## src/logic/uart_pkg.sv

```systemverilog
// UART shared definitions
package uart_pkg;

    localparam int data_w = 8;
    localparam int samples_per_bit = 8;    // Baud ticks per serial bit
    localparam int half_bit = 4;           // Start edge to mid start bit
    localparam int fifo_aw = 4;
    localparam int fifo_depth = 2 ** fifo_aw;
    localparam int prescale_w = 16;
    localparam int tick_w = $clog2(samples_per_bit);
    localparam int bit_cnt_w = $clog2(data_w);
    localparam logic [tick_w-1:0] last_tick = tick_w'(samples_per_bit - 1);
    localparam logic [bit_cnt_w-1:0] last_bit = bit_cnt_w'(data_w - 1);

    typedef logic [data_w-1:0] data_t;

    typedef enum logic [2:0] {
        par_none    = 3'b000,
        par_odd     = 3'b001,
        par_even    = 3'b010,
        par_sticky0 = 3'b100,
        par_sticky1 = 3'b101
    } parity_e;

    typedef struct packed {
        data_t data;
        logic  parity_error;
        logic  frame_error;
    } rx_word_t;

    // Common frame sequence for both directions
    typedef enum logic [2:0] {
        st_idle, st_start, st_data, st_parity, st_stop0, st_stop1
    } frame_state_e;

    function automatic logic has_parity(parity_e mode);
        return mode inside {par_odd, par_even, par_sticky0, par_sticky1};
    endfunction

    function automatic logic parity_bit(parity_e mode, data_t data);
        logic bit_val;
        case (mode)
            par_odd:     bit_val = ~^data;    // Total ones count odd
            par_even:    bit_val = ^data;
            par_sticky1: bit_val = 1'b1;
            default:     bit_val = 1'b0;      // Sticky 0 and unused codes
        endcase
        return bit_val;
    endfunction

endpackage

```

## src/logic/uart_baud_gen.sv

```systemverilog
// UART baud tick generator
`timescale 1ns/1ps

module uart_baud_gen import uart_pkg::*; (
    input  logic                  clk,
    input  logic                  resetn,
    input  logic                  en,
    input  logic [prescale_w-1:0] prescaler,
    output logic                  baud_tick
);

    logic [prescale_w-1:0] count;
    logic                  at_top;

    assign at_top = (count == prescaler);
    assign baud_tick = en && at_top;    // One tick per prescaler+1 clocks

    always_ff @(posedge clk or negedge resetn) begin
        if (!resetn) begin
            count <= '0;
        end else if (en) begin
            count <= at_top ? '0 : count + 1'b1;
        end
    end

    a_no_tick_when_off: assert property (
        @(posedge clk) disable iff (!resetn) !en |-> !baud_tick
    ) else $error("baud_tick high while en is low");

endmodule

```

## src/logic/uart_fifo.sv

```systemverilog
// First-word-fall-through FIFO
`timescale 1ns/1ps

module uart_fifo import uart_pkg::*; #(
    parameter type payload_t = data_t
) (
    input  logic     clk,
    input  logic     resetn,
    input  logic     wr,
    input  payload_t wdata,
    input  logic     rd,
    output payload_t rdata,
    output logic     empty,
    output logic     full
);

    payload_t             mem [fifo_depth];
    logic [fifo_aw-1:0]   wr_ptr;
    logic [fifo_aw-1:0]   rd_ptr;
    logic [fifo_aw:0]     count;    // One bit wider to hold depth
    logic                 do_wr;
    logic                 do_rd;

    // Overflowing writes and underflowing reads are dropped here
    assign do_wr = wr && !full;
    assign do_rd = rd && !empty;

    assign empty = (count == '0);
    assign full  = (count == (fifo_aw + 1)'(fifo_depth));
    assign rdata = mem[rd_ptr];    // Head shown without a read

    always_ff @(posedge clk) begin
        if (do_wr) begin
            mem[wr_ptr] <= wdata;
        end
    end

    always_ff @(posedge clk or negedge resetn) begin
        if (!resetn) begin
            wr_ptr <= '0;
            rd_ptr <= '0;
            count  <= '0;
        end else begin
            if (do_wr) begin
                wr_ptr <= wr_ptr + 1'b1;    // Wraps at depth
            end
            if (do_rd) begin
                rd_ptr <= rd_ptr + 1'b1;
            end
            case ({do_wr, do_rd})
                2'b10:   count <= count + 1'b1;
                2'b01:   count <= count - 1'b1;
                default: count <= count;    // Idle or simultaneous
            endcase
        end
    end

    a_count_bound: assert property (
        @(posedge clk) disable iff (!resetn) count <= (fifo_aw + 1)'(fifo_depth)
    ) else $error("FIFO count beyond depth");

    a_flags_exclusive: assert property (
        @(posedge clk) disable iff (!resetn) !(empty && full)
    ) else $error("FIFO empty and full together");

endmodule

```

## src/logic/uart_tx.sv

```systemverilog
// UART transmitter
`timescale 1ns/1ps

module uart_tx import uart_pkg::*; (
    input  logic    clk,
    input  logic    resetn,
    input  logic    baud_tick,
    input  parity_e parity_type,
    input  logic    two_stop_bits,
    input  data_t   head,
    input  logic    head_valid,
    output logic    pop,
    output logic    tx
);

    frame_state_e         state;
    logic [tick_w-1:0]    tick_cnt;
    logic [bit_cnt_w-1:0] bit_cnt;
    data_t                shift_r;
    logic                 par_r;
    logic                 bit_end;

    assign bit_end = baud_tick && (tick_cnt == last_tick);
    assign pop = (state == st_idle) && head_valid && baud_tick;    // Capture and pop on a tick

    // Byte and its parity taken at capture
    always_ff @(posedge clk) begin
        if (pop) begin
            shift_r <= head;
            par_r   <= parity_bit(parity_type, head);
        end else if (state == st_data && bit_end) begin
            shift_r <= shift_r >> 1;    // LSB first
        end
    end

    always_ff @(posedge clk or negedge resetn) begin
        if (!resetn) begin
            tick_cnt <= '0;
        end else if (state == st_idle) begin
            tick_cnt <= '0;
        end else if (baud_tick) begin
            tick_cnt <= bit_end ? '0 : tick_cnt + 1'b1;
        end
    end

    always_ff @(posedge clk or negedge resetn) begin
        if (!resetn) begin
            state   <= st_idle;
            bit_cnt <= '0;
            tx      <= 1'b1;    // Line idles high
        end else begin
            case (state)
                st_idle: if (head_valid && baud_tick) begin
                    state <= st_start;
                    tx    <= 1'b0;    // Start bit from next cycle
                end
                st_start: if (bit_end) begin
                    state   <= st_data;
                    bit_cnt <= '0;
                    tx      <= shift_r[0];
                end
                st_data: if (bit_end) begin
                    if (bit_cnt == last_bit) begin
                        state <= has_parity(parity_type) ? st_parity : st_stop0;
                        tx    <= has_parity(parity_type) ? par_r : 1'b1;
                    end else begin
                        bit_cnt <= bit_cnt + 1'b1;
                        tx      <= shift_r[1];    // Next bit before shift
                    end
                end
                st_parity: if (bit_end) begin
                    state <= st_stop0;
                    tx    <= 1'b1;
                end
                st_stop0: if (bit_end) begin
                    state <= two_stop_bits ? st_stop1 : st_idle;
                end
                st_stop1: if (bit_end) begin
                    state <= st_idle;
                end
                default: state <= st_idle;
            endcase
        end
    end

    // Capture only from idle with data, frame follows
    a_pop_from_idle: assert property (
        @(posedge clk) disable iff (!resetn)
        pop |-> ((state == st_idle) && head_valid) ##1 (state == st_start)
    ) else $error("pop outside idle or without a frame start");

endmodule

```

## src/logic/uart_rx.sv

```systemverilog
// UART receiver
`timescale 1ns/1ps

module uart_rx import uart_pkg::*; (
    input  logic     clk,
    input  logic     resetn,
    input  logic     baud_tick,
    input  parity_e  parity_type,
    input  logic     two_stop_bits,
    input  logic     rx,
    output logic     word_valid,
    output rx_word_t word
);

    logic                 rx_meta;
    logic                 rx_s;
    frame_state_e         state;
    logic [tick_w-1:0]    tick_cnt;
    logic [bit_cnt_w-1:0] bit_cnt;
    data_t                shift_r;
    logic                 perr_r;
    logic                 ferr_r;
    logic                 bit_end;
    logic                 half_end;

    assign bit_end  = baud_tick && (tick_cnt == last_tick);
    assign half_end = baud_tick && (tick_cnt == tick_w'(half_bit - 1));

    // Mid sample of the final stop bit
    assign word_valid = bit_end &&
        ((state == st_stop1) || (state == st_stop0 && !two_stop_bits));

    assign word.data         = shift_r;
    assign word.parity_error = perr_r;
    assign word.frame_error  = ferr_r || !rx_s;    // Includes current stop sample

    always_ff @(posedge clk or negedge resetn) begin
        if (!resetn) begin
            rx_meta <= 1'b1;
            rx_s    <= 1'b1;
        end else begin
            rx_meta <= rx;
            rx_s    <= rx_meta;
        end
    end

    always_ff @(posedge clk) begin
        if (state == st_data && bit_end) begin
            shift_r <= {rx_s, shift_r[data_w-1:1]};    // LSB arrives first
        end
    end

    // Realigned to mid bit once the start is confirmed
    always_ff @(posedge clk or negedge resetn) begin
        if (!resetn) begin
            tick_cnt <= '0;
        end else if (state == st_idle) begin
            tick_cnt <= '0;
        end else if (baud_tick) begin
            if (bit_end || (state == st_start && half_end)) begin
                tick_cnt <= '0;
            end else begin
                tick_cnt <= tick_cnt + 1'b1;
            end
        end
    end

    always_ff @(posedge clk or negedge resetn) begin
        if (!resetn) begin
            state   <= st_idle;
            bit_cnt <= '0;
            perr_r  <= 1'b0;
            ferr_r  <= 1'b0;
        end else begin
            case (state)
                st_idle: if (!rx_s) begin
                    state <= st_start;    // Falling edge seen
                end
                st_start: if (half_end) begin
                    perr_r  <= 1'b0;
                    ferr_r  <= 1'b0;
                    bit_cnt <= '0;
                    state   <= rx_s ? st_idle : st_data;    // Glitch returns to idle
                end
                st_data: if (bit_end) begin
                    if (bit_cnt == last_bit) begin
                        state <= has_parity(parity_type) ? st_parity : st_stop0;
                    end else begin
                        bit_cnt <= bit_cnt + 1'b1;
                    end
                end
                st_parity: if (bit_end) begin
                    perr_r <= (rx_s != parity_bit(parity_type, shift_r));
                    state  <= st_stop0;
                end
                st_stop0: if (bit_end) begin
                    ferr_r <= !rx_s;
                    state  <= two_stop_bits ? st_stop1 : st_idle;
                end
                st_stop1: if (bit_end) begin
                    state <= st_idle;
                end
                default: state <= st_idle;
            endcase
        end
    end

    a_single_valid: assert property (
        @(posedge clk) disable iff (!resetn) word_valid |=> !word_valid
    ) else $error("word_valid high on consecutive cycles");

endmodule

```

## src/logic/uart_top.sv

```systemverilog
// UART top level
`timescale 1ns/1ps

module uart_top import uart_pkg::*; (
    input  logic                  clk,
    input  logic                  resetn,
    input  logic                  en,
    input  logic [prescale_w-1:0] prescaler,
    input  parity_e               parity_type,
    input  logic                  two_stop_bits,
    input  logic                  wr,
    input  data_t                 wdata,
    output logic                  tx_empty,
    output logic                  tx_full,
    input  logic                  rd,
    output data_t                 rdata,
    output logic                  rx_parity_error,
    output logic                  rx_frame_error,
    output logic                  rx_empty,
    output logic                  rx_full,
    output logic                  overrun,
    input  logic                  rx,
    output logic                  tx
);

    logic     baud_tick;
    data_t    tx_head;
    logic     tx_pop;
    logic     word_valid;
    rx_word_t rx_word;
    rx_word_t rx_head;

    assign overrun = word_valid && rx_full;    // Frame dropped by full RX FIFO

    assign rdata           = rx_head.data;
    assign rx_parity_error = rx_head.parity_error;
    assign rx_frame_error  = rx_head.frame_error;

    uart_baud_gen u_baud_gen (
        .clk(clk), .resetn(resetn), .en(en),
        .prescaler(prescaler), .baud_tick(baud_tick)
    );

    uart_fifo #(.payload_t(data_t)) u_tx_fifo (
        .clk(clk), .resetn(resetn), .wr(wr), .wdata(wdata), .rd(tx_pop),
        .rdata(tx_head), .empty(tx_empty), .full(tx_full)
    );

    uart_tx u_tx (
        .clk(clk), .resetn(resetn), .baud_tick(baud_tick),
        .parity_type(parity_type), .two_stop_bits(two_stop_bits),
        .head(tx_head), .head_valid(!tx_empty), .pop(tx_pop), .tx(tx)
    );

    uart_rx u_rx (
        .clk(clk), .resetn(resetn), .baud_tick(baud_tick),
        .parity_type(parity_type), .two_stop_bits(two_stop_bits),
        .rx(rx), .word_valid(word_valid), .word(rx_word)
    );

    uart_fifo #(.payload_t(rx_word_t)) u_rx_fifo (
        .clk(clk), .resetn(resetn), .wr(word_valid), .wdata(rx_word), .rd(rd),
        .rdata(rx_head), .empty(rx_empty), .full(rx_full)
    );

endmodule

```

## config.mk

```make
export PLATFORM = sky130hd
export DESIGN_NAME = uart_top
export DESIGN_NICKNAME = d
export VERILOG_FILES = /design/src/logic/uart_pkg.sv /design/src/logic/uart_baud_gen.sv /design/src/logic/uart_fifo.sv /design/src/logic/uart_tx.sv /design/src/logic/uart_rx.sv /design/src/logic/uart_top.sv
export SDC_FILE = /design/constraint.sdc
export NUM_CORES = 1
export LEC_CHECK = 0
export BUFFER_PORTS_ARGS = -buffer_cell sky130_fd_sc_hd__buf_2
export CAP_MARGIN = 0
export CORE_ASPECT_RATIO = 0.75
export CORE_MARGIN = 2
export CORE_UTILIZATION = 35
export CTS_CLUSTER_DIAMETER = 150
export DETAILED_ROUTE_END_ITERATION = 12
export GPL_TIMING_DRIVEN = 0
export PLACE_DENSITY = 0.52
export SLEW_MARGIN = 20
export SYNTH_ARGS = -nofsm -noshare
export SYNTH_HDL_FRONTEND = slang
export SYNTH_SLANG_ARGS = --single-unit
export TNS_END_PERCENT = 30
```

## constraint.sdc

```tcl
create_clock -name clk -period 5.6 [get_ports clk]
set_clock_uncertainty 0.05 [all_clocks]
set_input_delay 0.84 -clock clk [delete_from_list [all_inputs] [get_ports clk]]
set_output_delay 0.84 -clock clk [all_outputs]
set_load 0.01 [all_outputs]
```

# Word level (Yosys, flattened, before mapping)
# Memories as Yosys holds them, arrays and structs flattened.
# Index checks and enable logic that the tools add are counted.
dict set report totals {
  ram_bits 288
  ff_bits 82
  out_inout_bits 16
  n_memories 2
  input_bits 34
  word_cells 188
}
# name words width rd rd_clocked_by_memory_dff write_ports line_no
set mem_list {}
lappend mem_list {u_rx_fifo.mem 16 10 1 0 1 uart_fifo.sv:17} ;# payload_t mem [fifo_depth];
lappend mem_list {u_tx_fifo.mem 16 8 1 0 1 uart_fifo.sv:17}
dict set report classes {
  add_sub_neg 13
  eq_ne 43
  n_reduce_logical 52
  muxes 57
}
# op count
set op_table {}
lappend op_table {{3-bit 2-to-1 mux} 27}
lappend op_table {{3-bit one-hot mux with 6 select lines} 2}
lappend op_table {{3-bit equality test (second input constant)} 10}
lappend op_table {{2-bit by 1-bit != test with 1-bit output (second input constant)} 10}
lappend op_table {{5-bit one-hot mux with 2 select lines} 2}
lappend op_table {{3-bit by 2-bit equality test with 1-bit output (second input constant)} 6}
lappend op_table {{2-bit nonzero test} 9}
lappend op_table {{1-bit logical AND} 17}
lappend op_table {{16-bit by 1-bit adder with 16-bit output (second input constant)} 1}
lappend op_table {{4-bit by 1-bit adder with 4-bit output (second input constant)} 4}
lappend op_table {{16-bit equality test} 1}
lappend op_table {{16-bit 2-to-1 mux} 1}
lappend op_table {{8-bit 2-to-1 mux} 2}
lappend op_table {{8-bit XNOR reduction} 2}
lappend op_table {{8-bit XOR reduction} 2}
lappend op_table {{1-bit 2-to-1 mux} 15}
lappend op_table {{7-bit AND reduction} 2}
lappend op_table {{3-bit by 1-bit adder with 3-bit output (second input constant)} 4}
lappend op_table {{2-bit != test (second input constant)} 6}
lappend op_table {{3-bit one-hot mux with 2 select lines} 2}
lappend op_table {{5-bit by 1-bit adder with 5-bit output (second input constant)} 2}
lappend op_table {{5-bit equality test (second input constant)} 2}
lappend op_table {{5-bit zero test} 2}
lappend op_table {{5-bit by 1-bit subtractor with 5-bit output (second input constant)} 2}
lappend op_table {{15 further kinds} 32}

# Depth between registers and ports, before layout
# Gate-level depths: netlist of run 1.
dict set report depth {
  depth_word 8
  ltp_mapped 18
  mapped_depth_nobuf 16
}

# Modules after synthesis
# A second synthesis of run 1 with hierarchy kept.
dict set report hier_totals {
  cells_unflattened 1046
  area_unflattened_um2 16141.7
}
# mod area_per_inst_um2 cells_each instances seq_area_each_um2
set modules_own_cells {}
lappend modules_own_cells {{uart_fifo at u_rx_fifo} 7013.0 390 1 5129.9}
lappend modules_own_cells {{uart_fifo at u_tx_fifo} 5779.3 332 1 4169.0}
lappend modules_own_cells {uart_baud_gen 1123.6 120 1 400.4}
lappend modules_own_cells {uart_tx 1118.6 98 1 521.8}
lappend modules_own_cells {uart_rx 1097.3 104 1 568.0}
lappend modules_own_cells {uart_top 10.0 2 1 0.0}

# Worst setup path after synthesis of run 1
# No wires, ideal clock.
dict set report synth_path {
  kind {input-to-reg}
  startpoint {input prescaler[6]}
  endpoint {register u_rx_fifo.count[4]}
  required_time_ns 5.425
  setup_time_ns 0.125
  path_stages 13
  t_arrival_ns 3.464
  path_slack_ns 1.960
  path_buffers 0
  cell_sequence {xnor2_1 -> nand4_1 -> nor4_1 -> nand2_1 -> nor3_2 -> inv_1 -> ha_1 -> fa_1 -> a21o_1 -> a21oi_1 -> xor2_1 -> nor2_1 -> xor2_1}
}
dict set report synth_between {
  elab_chain_len 7
  elab_cells_between_ends 9
  classes_between {3 x eq/ne; 1 x mux; 5 x reduce/logical}
}
# element line_no
set synth_lines {}
lappend synth_lines {{start: declaration} uart_top.sv:8} ;# input logic [prescale_w-1:0] prescaler,
lappend synth_lines {{16-bit equality test *} uart_baud_gen.sv:15} ;# assign at_top = (count == prescaler);
lappend synth_lines {{1-bit logical AND *} uart_baud_gen.sv:16} ;# assign baud_tick = en && at_top;
lappend synth_lines {{1-bit logical AND *} uart_rx.sv:26} ;# assign bit_end = baud_tick && (tick_cnt == last_tick);
lappend synth_lines {{1-bit logical AND *} uart_rx.sv:30} ;# assign word_valid = bit_end &&
lappend synth_lines {{1-bit logical AND *} uart_fifo.sv:25} ;# assign do_wr = wr && !full;
lappend synth_lines {{2-bit by 1-bit equality test with 1-bit output or 2-bit equality test (tied branches)} uart_fifo.sv:50} ;# case ({do_wr, do_rd})
lappend synth_lines {{5-bit one-hot mux with 2 select lines or 2-bit nonzero test (tied branches)} -}
lappend synth_lines {{end signal: assignment} uart_fifo.sv:51} ;# 2'b10: count <= count + 1'b1;
lappend synth_lines {{end signal: assignment} uart_fifo.sv:52} ;# 2'b01: count <= count - 1'b1;
lappend synth_lines {{end signal: assignment} uart_fifo.sv:53} ;# default: count <= count;
lappend synth_lines {{end: declaration} uart_fifo.sv:20} ;# logic [fifo_aw:0] count;
# Mark *: on every way between the ends. The rest lies on a longest branch, timed or not.
# A chain may end at the register's enable or synchronous reset.

# Worst setup path after layout of run 1
dict set report layout_path {
  startpoint {register u_rx_fifo.rd_ptr[0]}
  endpoint {output rx_parity_error}
}
dict set report layout_between {
  elab_chain_len 1
}
# element line_no
set layout_lines {}
lappend layout_lines {{start: declaration} uart_fifo.sv:19} ;# logic [fifo_aw-1:0] rd_ptr;
lappend layout_lines {{start signal: assignment} uart_fifo.sv:48} ;# rd_ptr <= rd_ptr + 1'b1;
lappend layout_lines {{memory read 16 x 10 bit} -}
lappend layout_lines {{end: declaration} uart_top.sv:17} ;# output logic rx_parity_error,
# No other way between the ends.

==> results by group, run 1 <==
Job
  – Number of max-cap violations: 0

CTS
  – Clock slew at reported path FFs: 0.06 ns
  – Post-CTS Setup Inserts: 0
  – Resized Gates After CTS: 0
  – Clock Sinks: 370
  – Clock buffer count from CTS: 38
  – Clk buf depth: 3
  – # H-tree levels: 2
  – CTS tree: done
  – Hold_buf cts: 0
  – Clock Latency Late Sink: 0.54 ns
  – Clk root buf: clkbuf_16

Routing
  – Vias/cell: 5.070
  – Residual DRC: 0
  – DR iter-0 viols: 603
  – Mean routed wirelength per cell: roughly 20 um
  – Antenna Nets Post-Route: 0
  – Total Wirelength: 33500 um
  – Via count of the routed design: 8249
  – First drt pass iteration count: 5

Synth
  – Ys Warns: 0
  – Cell taking the most area after synthesis: edfxtp_1
  – Seq cells post-synth: 370
  – Post-synthesis compound-gate area fraction: 3.324%
  – Fraction of registers with async set or reset after synthesis: between 10% and 20%
  – Simple-Gate Fraction of Synth Area: 6.536%
  – Synth cell types: 48
  – Post-synthesis mux area share: 12.94%
  – Largest family of logic cells by synthesized area: multiplexers
  – Number of flops mapped to enable cells by yosys: 305
  – Syn Nets: 990
  – Top-area cell type share of the netlist area: roughly three fifths
  – Mapped Avg Cell Area: 16.83 um^2
  – Synth Area in XOR/XNOR: 3.597%
  – Top cells by area, synth: edfxtp_1 (59%), mux4_2 (10%), dfrtp_1 (10%), xnor2_1 (2.8%), ha_1 (2.2%)
  – Sequential area share after synthesis: 69.23%
  – Synth Flop Type: edfxtp_1
  – Synth Area in Adders: 2.505%
  – Mapped cell area: between 15000 and 20000 um^2
  – Syn Inst Count: 926

Setup path
  – Slowest-stage cell, CP: buf_1
  – CP Data Required Time: approximately 4.7 ns
  – Setup crit end kind: primary output
  – R2R Setup Slk: 1.69 ns
  – R2R Path End: u_rx_fifo.count[4]
  – CP Class: flip-flop to primary output
  – Worst EP arrival: between 3 and 4 ns
  – Crit-path cells: clkbuf_1 -> buf_1 -> mux4_2 -> mux4_2 -> buf_2
  – Slowest cell delay on critical path: 0.71 ns
  – Critical R2R Launch: u_baud_gen.count[2]
  – R2R cell count: 14
  – CP dominant cell by count: mux4_2
  – Worst setup SP type: flip-flop
  – Crit Path Max Fanout: 10

Floorplan
  – Initial core utilization: approximately 36%
  – Die X: between 200 and 250 um
  – Full die area: 46250 um^2
  – Core area: 43680 um^2
  – Row count: 66
  – I/O Pins: 50
  – DIE HEIGHT: 186.7 um

Placement
  – Final HPWL DP: around 22000 um
  – Placed inst area: 16660 um^2
  – GP Congestion: 0.8062
  – Port bufs: slightly below 50

Pwr
  – Sw Share: around 28%
  – Psw: approximately 0.002 W
  – Internal cell power: 0.005227 W
  – Comb pwr share: 21.0%
  – VDD IR max: between 300 and 400 uV
  – PwrDens: 405.3 nW/um^2
  – Pleak: around 6.2 nW
  – Sequential Power Share: 45.4%
  – Part of the power in the clock network: 33.6%

STA
  – RSZ-0062 raised after global routing: no
  – Final setup viols: 0
  – Actual slew at the worst max-slew pin: 1.097 ns
  – Max frequency: 240.2 MHz
  – Final Hold Vio Count: 0
  – Fin Setup TNS: 0 ns
  – Fin crit share: 74.34%
  – Fin crit period: 4.163 ns
  – Slew margin rel.: 26.62%
  – Final Max Tran Viols: 0

Global route
  – Initial antenna violation count: 2
  – First-pass GRT wire length: 50980 um
  – Remaining Overflow, GRT: 0
  – Largest net degree at the start of global routing: 37
  – Vias in the first global route: 8216
  – Gr usage total: 14.68%

Cells and area
  – Fraction of layout cells with a size suffix above 1: 20.82%
  – Area delta synth->final: 14.60%
  – Design area: 17860 um^2
  – Nets@finish: 1084

Status
  – Outcome: completed

Min path
  – Worst hold path type: primary input to asynchronous set/reset pin
placed cells by master, fill, tap and decap left out, drive strengths merged, types with 22 or more instances in the layout:
| cell | n |
|---|---|
| buf | 71 |
| clkbuf | 75 |
| dfrtp | 62 |
| edfxtp | 305 |
| ha | 28 |
| inv | 22 |
| mux4 | 82 |
| nand2 | 77 |
| nor2 | 59 |
| o21ai | 31 |
| xnor2 | 50 |
critical path, delay by kind of cell, from the launching register on:
family,cells,cell delay [ns]
buffers and inverters,3,1.21
multiplexers,2,1.18
flip-flops,1,0.34
worst max path at each step:
stage                                    from                  end  slack (ns)
after floorplan                  prescaler[6]   u_rx_fifo.count[4]        1.96
after global placement           prescaler[7]  u_rx_fifo.mem[3][2]        0.52
after detailed placement         prescaler[7]  u_rx_fifo.mem[7][7]        1.23
after CTS                 u_rx_fifo.rd_ptr[0]             rdata[4]        1.08
final                     u_rx_fifo.rd_ptr[0]      rx_parity_error        1.44
after global routing      u_rx_fifo.rd_ptr[0]      rx_parity_error        1.18
sequential cells by signal, summed over array words and instances, names as in the netlist, 4 cells and up:
signal	count
u_tx_fifo.wr_ptr	4
u_rx_fifo.wr_ptr	4
u_rx_fifo.count	5
u_tx.shift_r	8
u_rx_fifo.rd_ptr	4
u_rx_fifo.mem	160
u_baud_gen.count	16
u_tx_fifo.mem	128
u_tx_fifo.count	5
u_rx.shift_r	8
u_tx_fifo.rd_ptr	4
synthesized netlist by cell type, types with 6 or more instances:
cell and number:
clkbuf_1 25, nand2b_1 11, xor2_1 14, nand4_1 12, buf_1 9, mux4_1 11
nand3_1 11, xnor2_1 50, mux2_2 7, mux4_2 71, edfxtp_1 305, a22oi_1 16
dfrtp_1 62, ha_1 28, a21oi_1 17, inv_1 21, o21ai_0 31, buf_2 6
a21o_1 6, nor2_1 59, nor3_1 16, nand2_1 77, nor2b_1 9
power by group through the flow:
stage | clock network [W] | logic (W) | registers [W]
global placement | 0 | 0.00152 | 0.00334
CTS | 0.00250 | 0.00155 | 0.00329
detailed placement | 0 | 0.00155 | 0.00335
global route | 0.00261 | 0.00166 | 0.00331
finish | 0.00243 | 0.00152 | 0.00329
floorplan | 0 | 0.00109 | 0.00331
kinds of logic (layout without fill, tap and decap cells):
kind of cell / Yosys count / count (layout)
XOR/XNOR: 64 / 64
flip-flops: 370 / 370
other: 0 / 2
buffers and inverters: 65 / 186
AND/OR/NAND/NOR: 219 / 219
multiplexers: 94 / 94
adder cells (fa/ha/maj): 30 / 30
AO/OA/AOI/OAI: 84 / 84
stage by stage:
stage	cells	utilization [%]	total power (W)	hold WS, ns	setup WS (ns)
4_1_cts	1625	40.84	0.007339	0.1907	1.078
2_1_floorplan	926	-	0.004393	0.2952	1.960
3_5_place_dp	1558	38.15	0.004896	0.3041	1.234
3_3_place_gp	1553	37.89	0.004859	0.3046	0.5172
5_1_grt	1627	40.88	0.007584	0.2149	1.179
6_report	1627	40.88	0.007238	0.1908	1.437
layout make-up:
type,instances,area (um^2)
Clock buffer,48,1008
Fill cell,3949,25830
Inverter,21,78.83
Tap cell,578,723.2
Multi-Input combinational cell,491,4567
Buffer,44,214.0
Antenna cell,2,5.005
Clock inverter,19,167.7
Timing Repair Buffer,54,305.3
Sequential cell,370,10790
per-layer routing:
metal | GRT usage [%] | wire length, um | up-vias
met1 | 23.30 | 16960 | 4267
li1 | - | - | 3760
met4 | 4.030 | 678 | 0
met3 | 2.416 | 1525 | 49
met2 | 20.64 | 14340 | 173
met5 | 0 | 0 | -
Note: power is estimated with default switching activity, not from simulation.
==> run 2: changes to the inputs <==
--- a/config.mk
+++ b/config.mk
@@ -5,6 +5,7 @@
 export SDC_FILE = /design/constraint.sdc
 export NUM_CORES = 1
 export LEC_CHECK = 0
+export ABC_AREA = 1
 export BUFFER_PORTS_ARGS = -buffer_cell sky130_fd_sc_hd__buf_2
 export CAP_MARGIN = 0
 export CORE_ASPECT_RATIO = 0.75
==> constraint.sdc (replaced) <==
create_clock -name clk -period 4.09 [get_ports clk]
set_clock_uncertainty 0.05 [all_clocks]
set_input_delay 0.6135 -clock clk [delete_from_list [all_inputs] [get_ports clk]]
set_output_delay 0.6135 -clock clk [all_outputs]
set_load 0.01 [all_outputs]
==> run 2 against run 1 <==
- combinational power up 64%
- final area up 5.5%
- hold slack worse by 0.064 ns
- largest cell class unchanged
- die area up 6.0%
- first-iteration DRC count up 59%
- clock power up 41%
- via count up 37%
- global-route usage up 3.5 points
==> results by group, run 2 <==
CTS
  – Clk buf depth: 3 (unchanged)
  – Clock buffer count from CTS: 40 (+5.3%)
  – Clock slew at reported path FFs: 0.06 ns (about the same)
  – Clk root buf: clkbuf_16
  – # H-tree levels: 2 (unchanged)
  – CTS tree: done
  – Clock Latency Late Sink: 0.55 ns (about the same)
  – Clock Sinks: 370 (unchanged)

Cells and area
  – Final cell count without fillers: 2270 (+40%)
  – Commonest cells after routing, fill and taps aside: nand2_1 (373), edfxtp_1 (305), inv_1 (156)
  – Fillcell total: 4467 (+13%)
  – Area delta synth->final: 13.96%
  – Nets@finish: 1674 (+54%)
  – FF+latch area: 10790 um^2 (unchanged)
  – Leading cell type in the layout, fill and taps excluded: nand2_1
  – Fraction of layout cells with a size suffix above 1: 9.451% (-11 points)
  – Top reg by flops: u_rx_fifo.mem
  – Diode count: 0 (-2)
  – Largest register FFs: 160 (unchanged)
  – Multi-input logic area: 4880 um^2 (+6.8%)
  – Biggest regs: u_rx_fifo.mem: 160 flops, u_tx_fifo.mem: 128 flops, u_baud_gen.count: 16 flops

STA
  – Max frequency: about 260 MHz
  – RSZ-0062 raised after global routing: no
  – Fin crit share: 92.32%
  – Final setup viols: 0 (unchanged)
  – Actual slew at the worst max-slew pin: 1.133 ns (+0.03599 ns)
  – Slew margin rel.: 24.22% (-2.4 points)
  – Fin crit period: 3.776 ns
  – Final Max Tran Viols: 0 (unchanged)
  – Fin Setup TNS: 0 ns (unchanged)
  – Final Hold Vio Count: 0 (unchanged)

Global route
  – Largest net degree at the start of global routing: 41 (+11%)
  – First-pass GRT wire length: 66360 um (+30%)
  – Gr usage total: 18.21% (+3.5 points)
  – Initial antenna violation count: 2 (unchanged)
  – Remaining Overflow, GRT: 0 (unchanged)
  – Vias in the first global route: 10858 (+32%)

Pwr
  – PwrDens: 553.9 nW/um^2 (+37%)
  – Pleak: 7.652 nW (+24%)
  – VDD IR max: 292.2 uV (-23%)

Setup path
  – Setup crit end kind: primary output
  – Slowest cell delay on critical path: 0.87 ns (+0.16 ns)
  – R2R Setup Slk: 0.71 ns (-0.98 ns)
  – CP Class: flip-flop to primary output
  – Worst setup SP type: flip-flop
  – Slowest-stage cell, CP: clkbuf_1
  – CP dominant cell by count: clkbuf_1
  – Worst EP arrival: 3.11 ns (-0.16 ns)
  – R2R cell count: 17 (+3)
  – R2R Path End: u_rx_fifo.count[4]
  – Crit Path Max Fanout: 10 (unchanged)
  – Critical R2R Launch: u_baud_gen.count[12]
  – Crit-path cells: clkbuf_1 -> clkbuf_1 -> o21ai_0 -> o221ai_1 -> nand3_1 -> nand2_1 -> buf_2
  – CP Data Required Time: 3.43 ns (-1.28 ns)

Placement
  – Final HPWL DP: 29700 um (+35%)
  – Placed instance count: 2197 (+41%)
  – GP Congestion: 0.8677 (+7.6%)
  – Port bufs: 49 (unchanged)

Synth
  – Most common cell in the netlist: nand2_1
  – Sequential area share after synthesis: 65.25% (-4.0 points)
  – Number of flops mapped to enable cells by yosys: 305 (unchanged)
  – Commonest cells in the netlist: nand2_1 (373), edfxtp_1 (305), inv_1 (156), nor2_1 (127), nand3_1 (123)
  – Seq cells post-synth: 370 (unchanged)
  – Mapped Avg Cell Area: 10.90 um^2 (-35%)
  – Ys Warns: 0 (unchanged)
  – Cell taking the most area after synthesis: edfxtp_1
  – Syn Nets: 1581 (+60%)
  – Synth cell types: 49 (+2.1%)
  – Synth Flop Type: edfxtp_1
  – Top-area cell type share of the netlist area: 55.39% (-3.4 points)
  – Fraction of registers with async set or reset after synthesis: 17.57% (unchanged)
  – Mapped cell area: 16540 um^2 (+6.1%)
  – Syn Inst Count: 1517 (+64%)
  – Top cells by area, synth: edfxtp_1 (55%), dfrtp_1 (9.4%), nand2_1 (8.5%), nand3_1 (3.7%), inv_1 (3.5%)

Routing
  – Antenna Nets Post-Route: 0 (unchanged)
  – Vias/cell: 4.961 (-2.2%)
  – Total Wirelength: 43690 um (+30%)
  – Via count of the routed design: 11261 (+37%)
  – DR iter-0 viols: 961 (+59%)
  – First drt pass iteration count: 6 (+1)
  – Residual DRC: 0 (unchanged)
  – Mean routed wirelength per cell: 19.24 um (-6.5%)

Floorplan
  – I/O Pins: 50 (unchanged)
  – Core area: 46280 um^2 (+6.0%)
  – DIE HEIGHT: 192.2 um (+2.9%)
  – Die X: 255.0 um (+3.0%)
  – Initial core utilization: 35.73% (+0.053 points)
  – Row count: 68 (+3.0%)
  – Full die area: 49020 um^2 (+6.0%)

Min path
  – WHS Path Cells: 1
  – HP Start: rx
  – Worst hold path type: primary input to flip-flop
  – Hold endpoint: u_rx.rx_meta

Job
  – Number of max-cap violations: 0 (unchanged)

Status
  – Outcome: completed
## run 2: cell count changes after synthesis, moves of 31 or more
cell,before,now
o21ai_0,31,80
o221ai_1,0,34
xnor2_1,50,19
nand2_1,77,373
mux4_2,71,0
nand3_1,11,123
inv_1,21,156
nor2_1,59,127
## run 2: kinds of logic after synthesis
| kind of cell | after synthesis | synth area share, % |
|---|---|---|
| buf+inv | 220 | 5.289 |
| compound gates | 158 | 6.023 |
| fa+ha+maj | 30 | 2.361 |
| mux | 34 | 2.058 |
| xor+xnor | 38 | 2.013 |
| flops | 370 | 65.25 |
| simple gates | 667 | 17.01 |
## run 2: worst max path at each step
stage | start | endpoint | slack [ns]
final | u_rx_fifo.rd_ptr[0] | rx_parity_error | 0.31
after global routing | u_rx_fifo.rd_ptr[0] | rdata[6] | 0.02
after CTS | u_rx_fifo.rd_ptr[0] | rx_parity_error | 0.14
after detailed placement | prescaler[13] | u_rx_fifo.count[4] | 0.39
after global placement | prescaler[13] | u_rx_fifo.count[4] | 0.37
after floorplan | prescaler[9] | u_rx_fifo.count[4] | 0.92
## run 2: critical path, delay by kind of cell, from the launching register on
family	cells	cell delay (ns)
buf+inv	3	1.38
compound gates	2	0.47
simple gates	2	0.37
flops	1	0.34
## run 2: layout make-up
cell class	instances	share of cell area (%)
Sequential cell	370	57.25
Multi-Input combinational cell	927	25.89
Clock buffer	49	5.491
Tap cell	630	4.183
Inverter	164	3.333
Timing Repair Buffer	51	1.514
Buffer	56	1.315
Clock inverter	23	1.016
## run 2: timing repair
action,CTS,global route
setup endpoints to repair,0,3
endpoints found under the hold margin,23,0
setup buffers,0,0
resized for setup,0,1
hold buffers,1,0
## run 2: per-layer routing
layer  vias up  wire [um]  global-route usage (%)
met4         4        792                   4.139
met5         -         23                       0
met1      5449      21590                   27.82
li1       5372          -                       -
met2       369      17930                   25.94
met3        67       3358                   4.296
## run 2: metrics by stage
stage	hold slack [ns]	worst slack (ns)	cell area (um^2)	utilization, %	power [W]
after floorplan	0.2679	0.9188	16540	-	0.006138
after global placement	0.2964	0.3708	17570	37.96	0.007021
after detailed placement	0.2969	0.3924	17600	38.02	0.007059
after CTS	0.1018	0.1416	18840	40.70	0.01051
after global routing	0.1106	0.02058	18840	40.71	0.01098
final	0.1266	0.3143	18840	40.71	0.01044
## run 2: report_power, final
part	switching (W)	internal [W]
sequential	0.000180	0.00434
clock	0.00149	0.00194
combinational	0.00170	0.000789
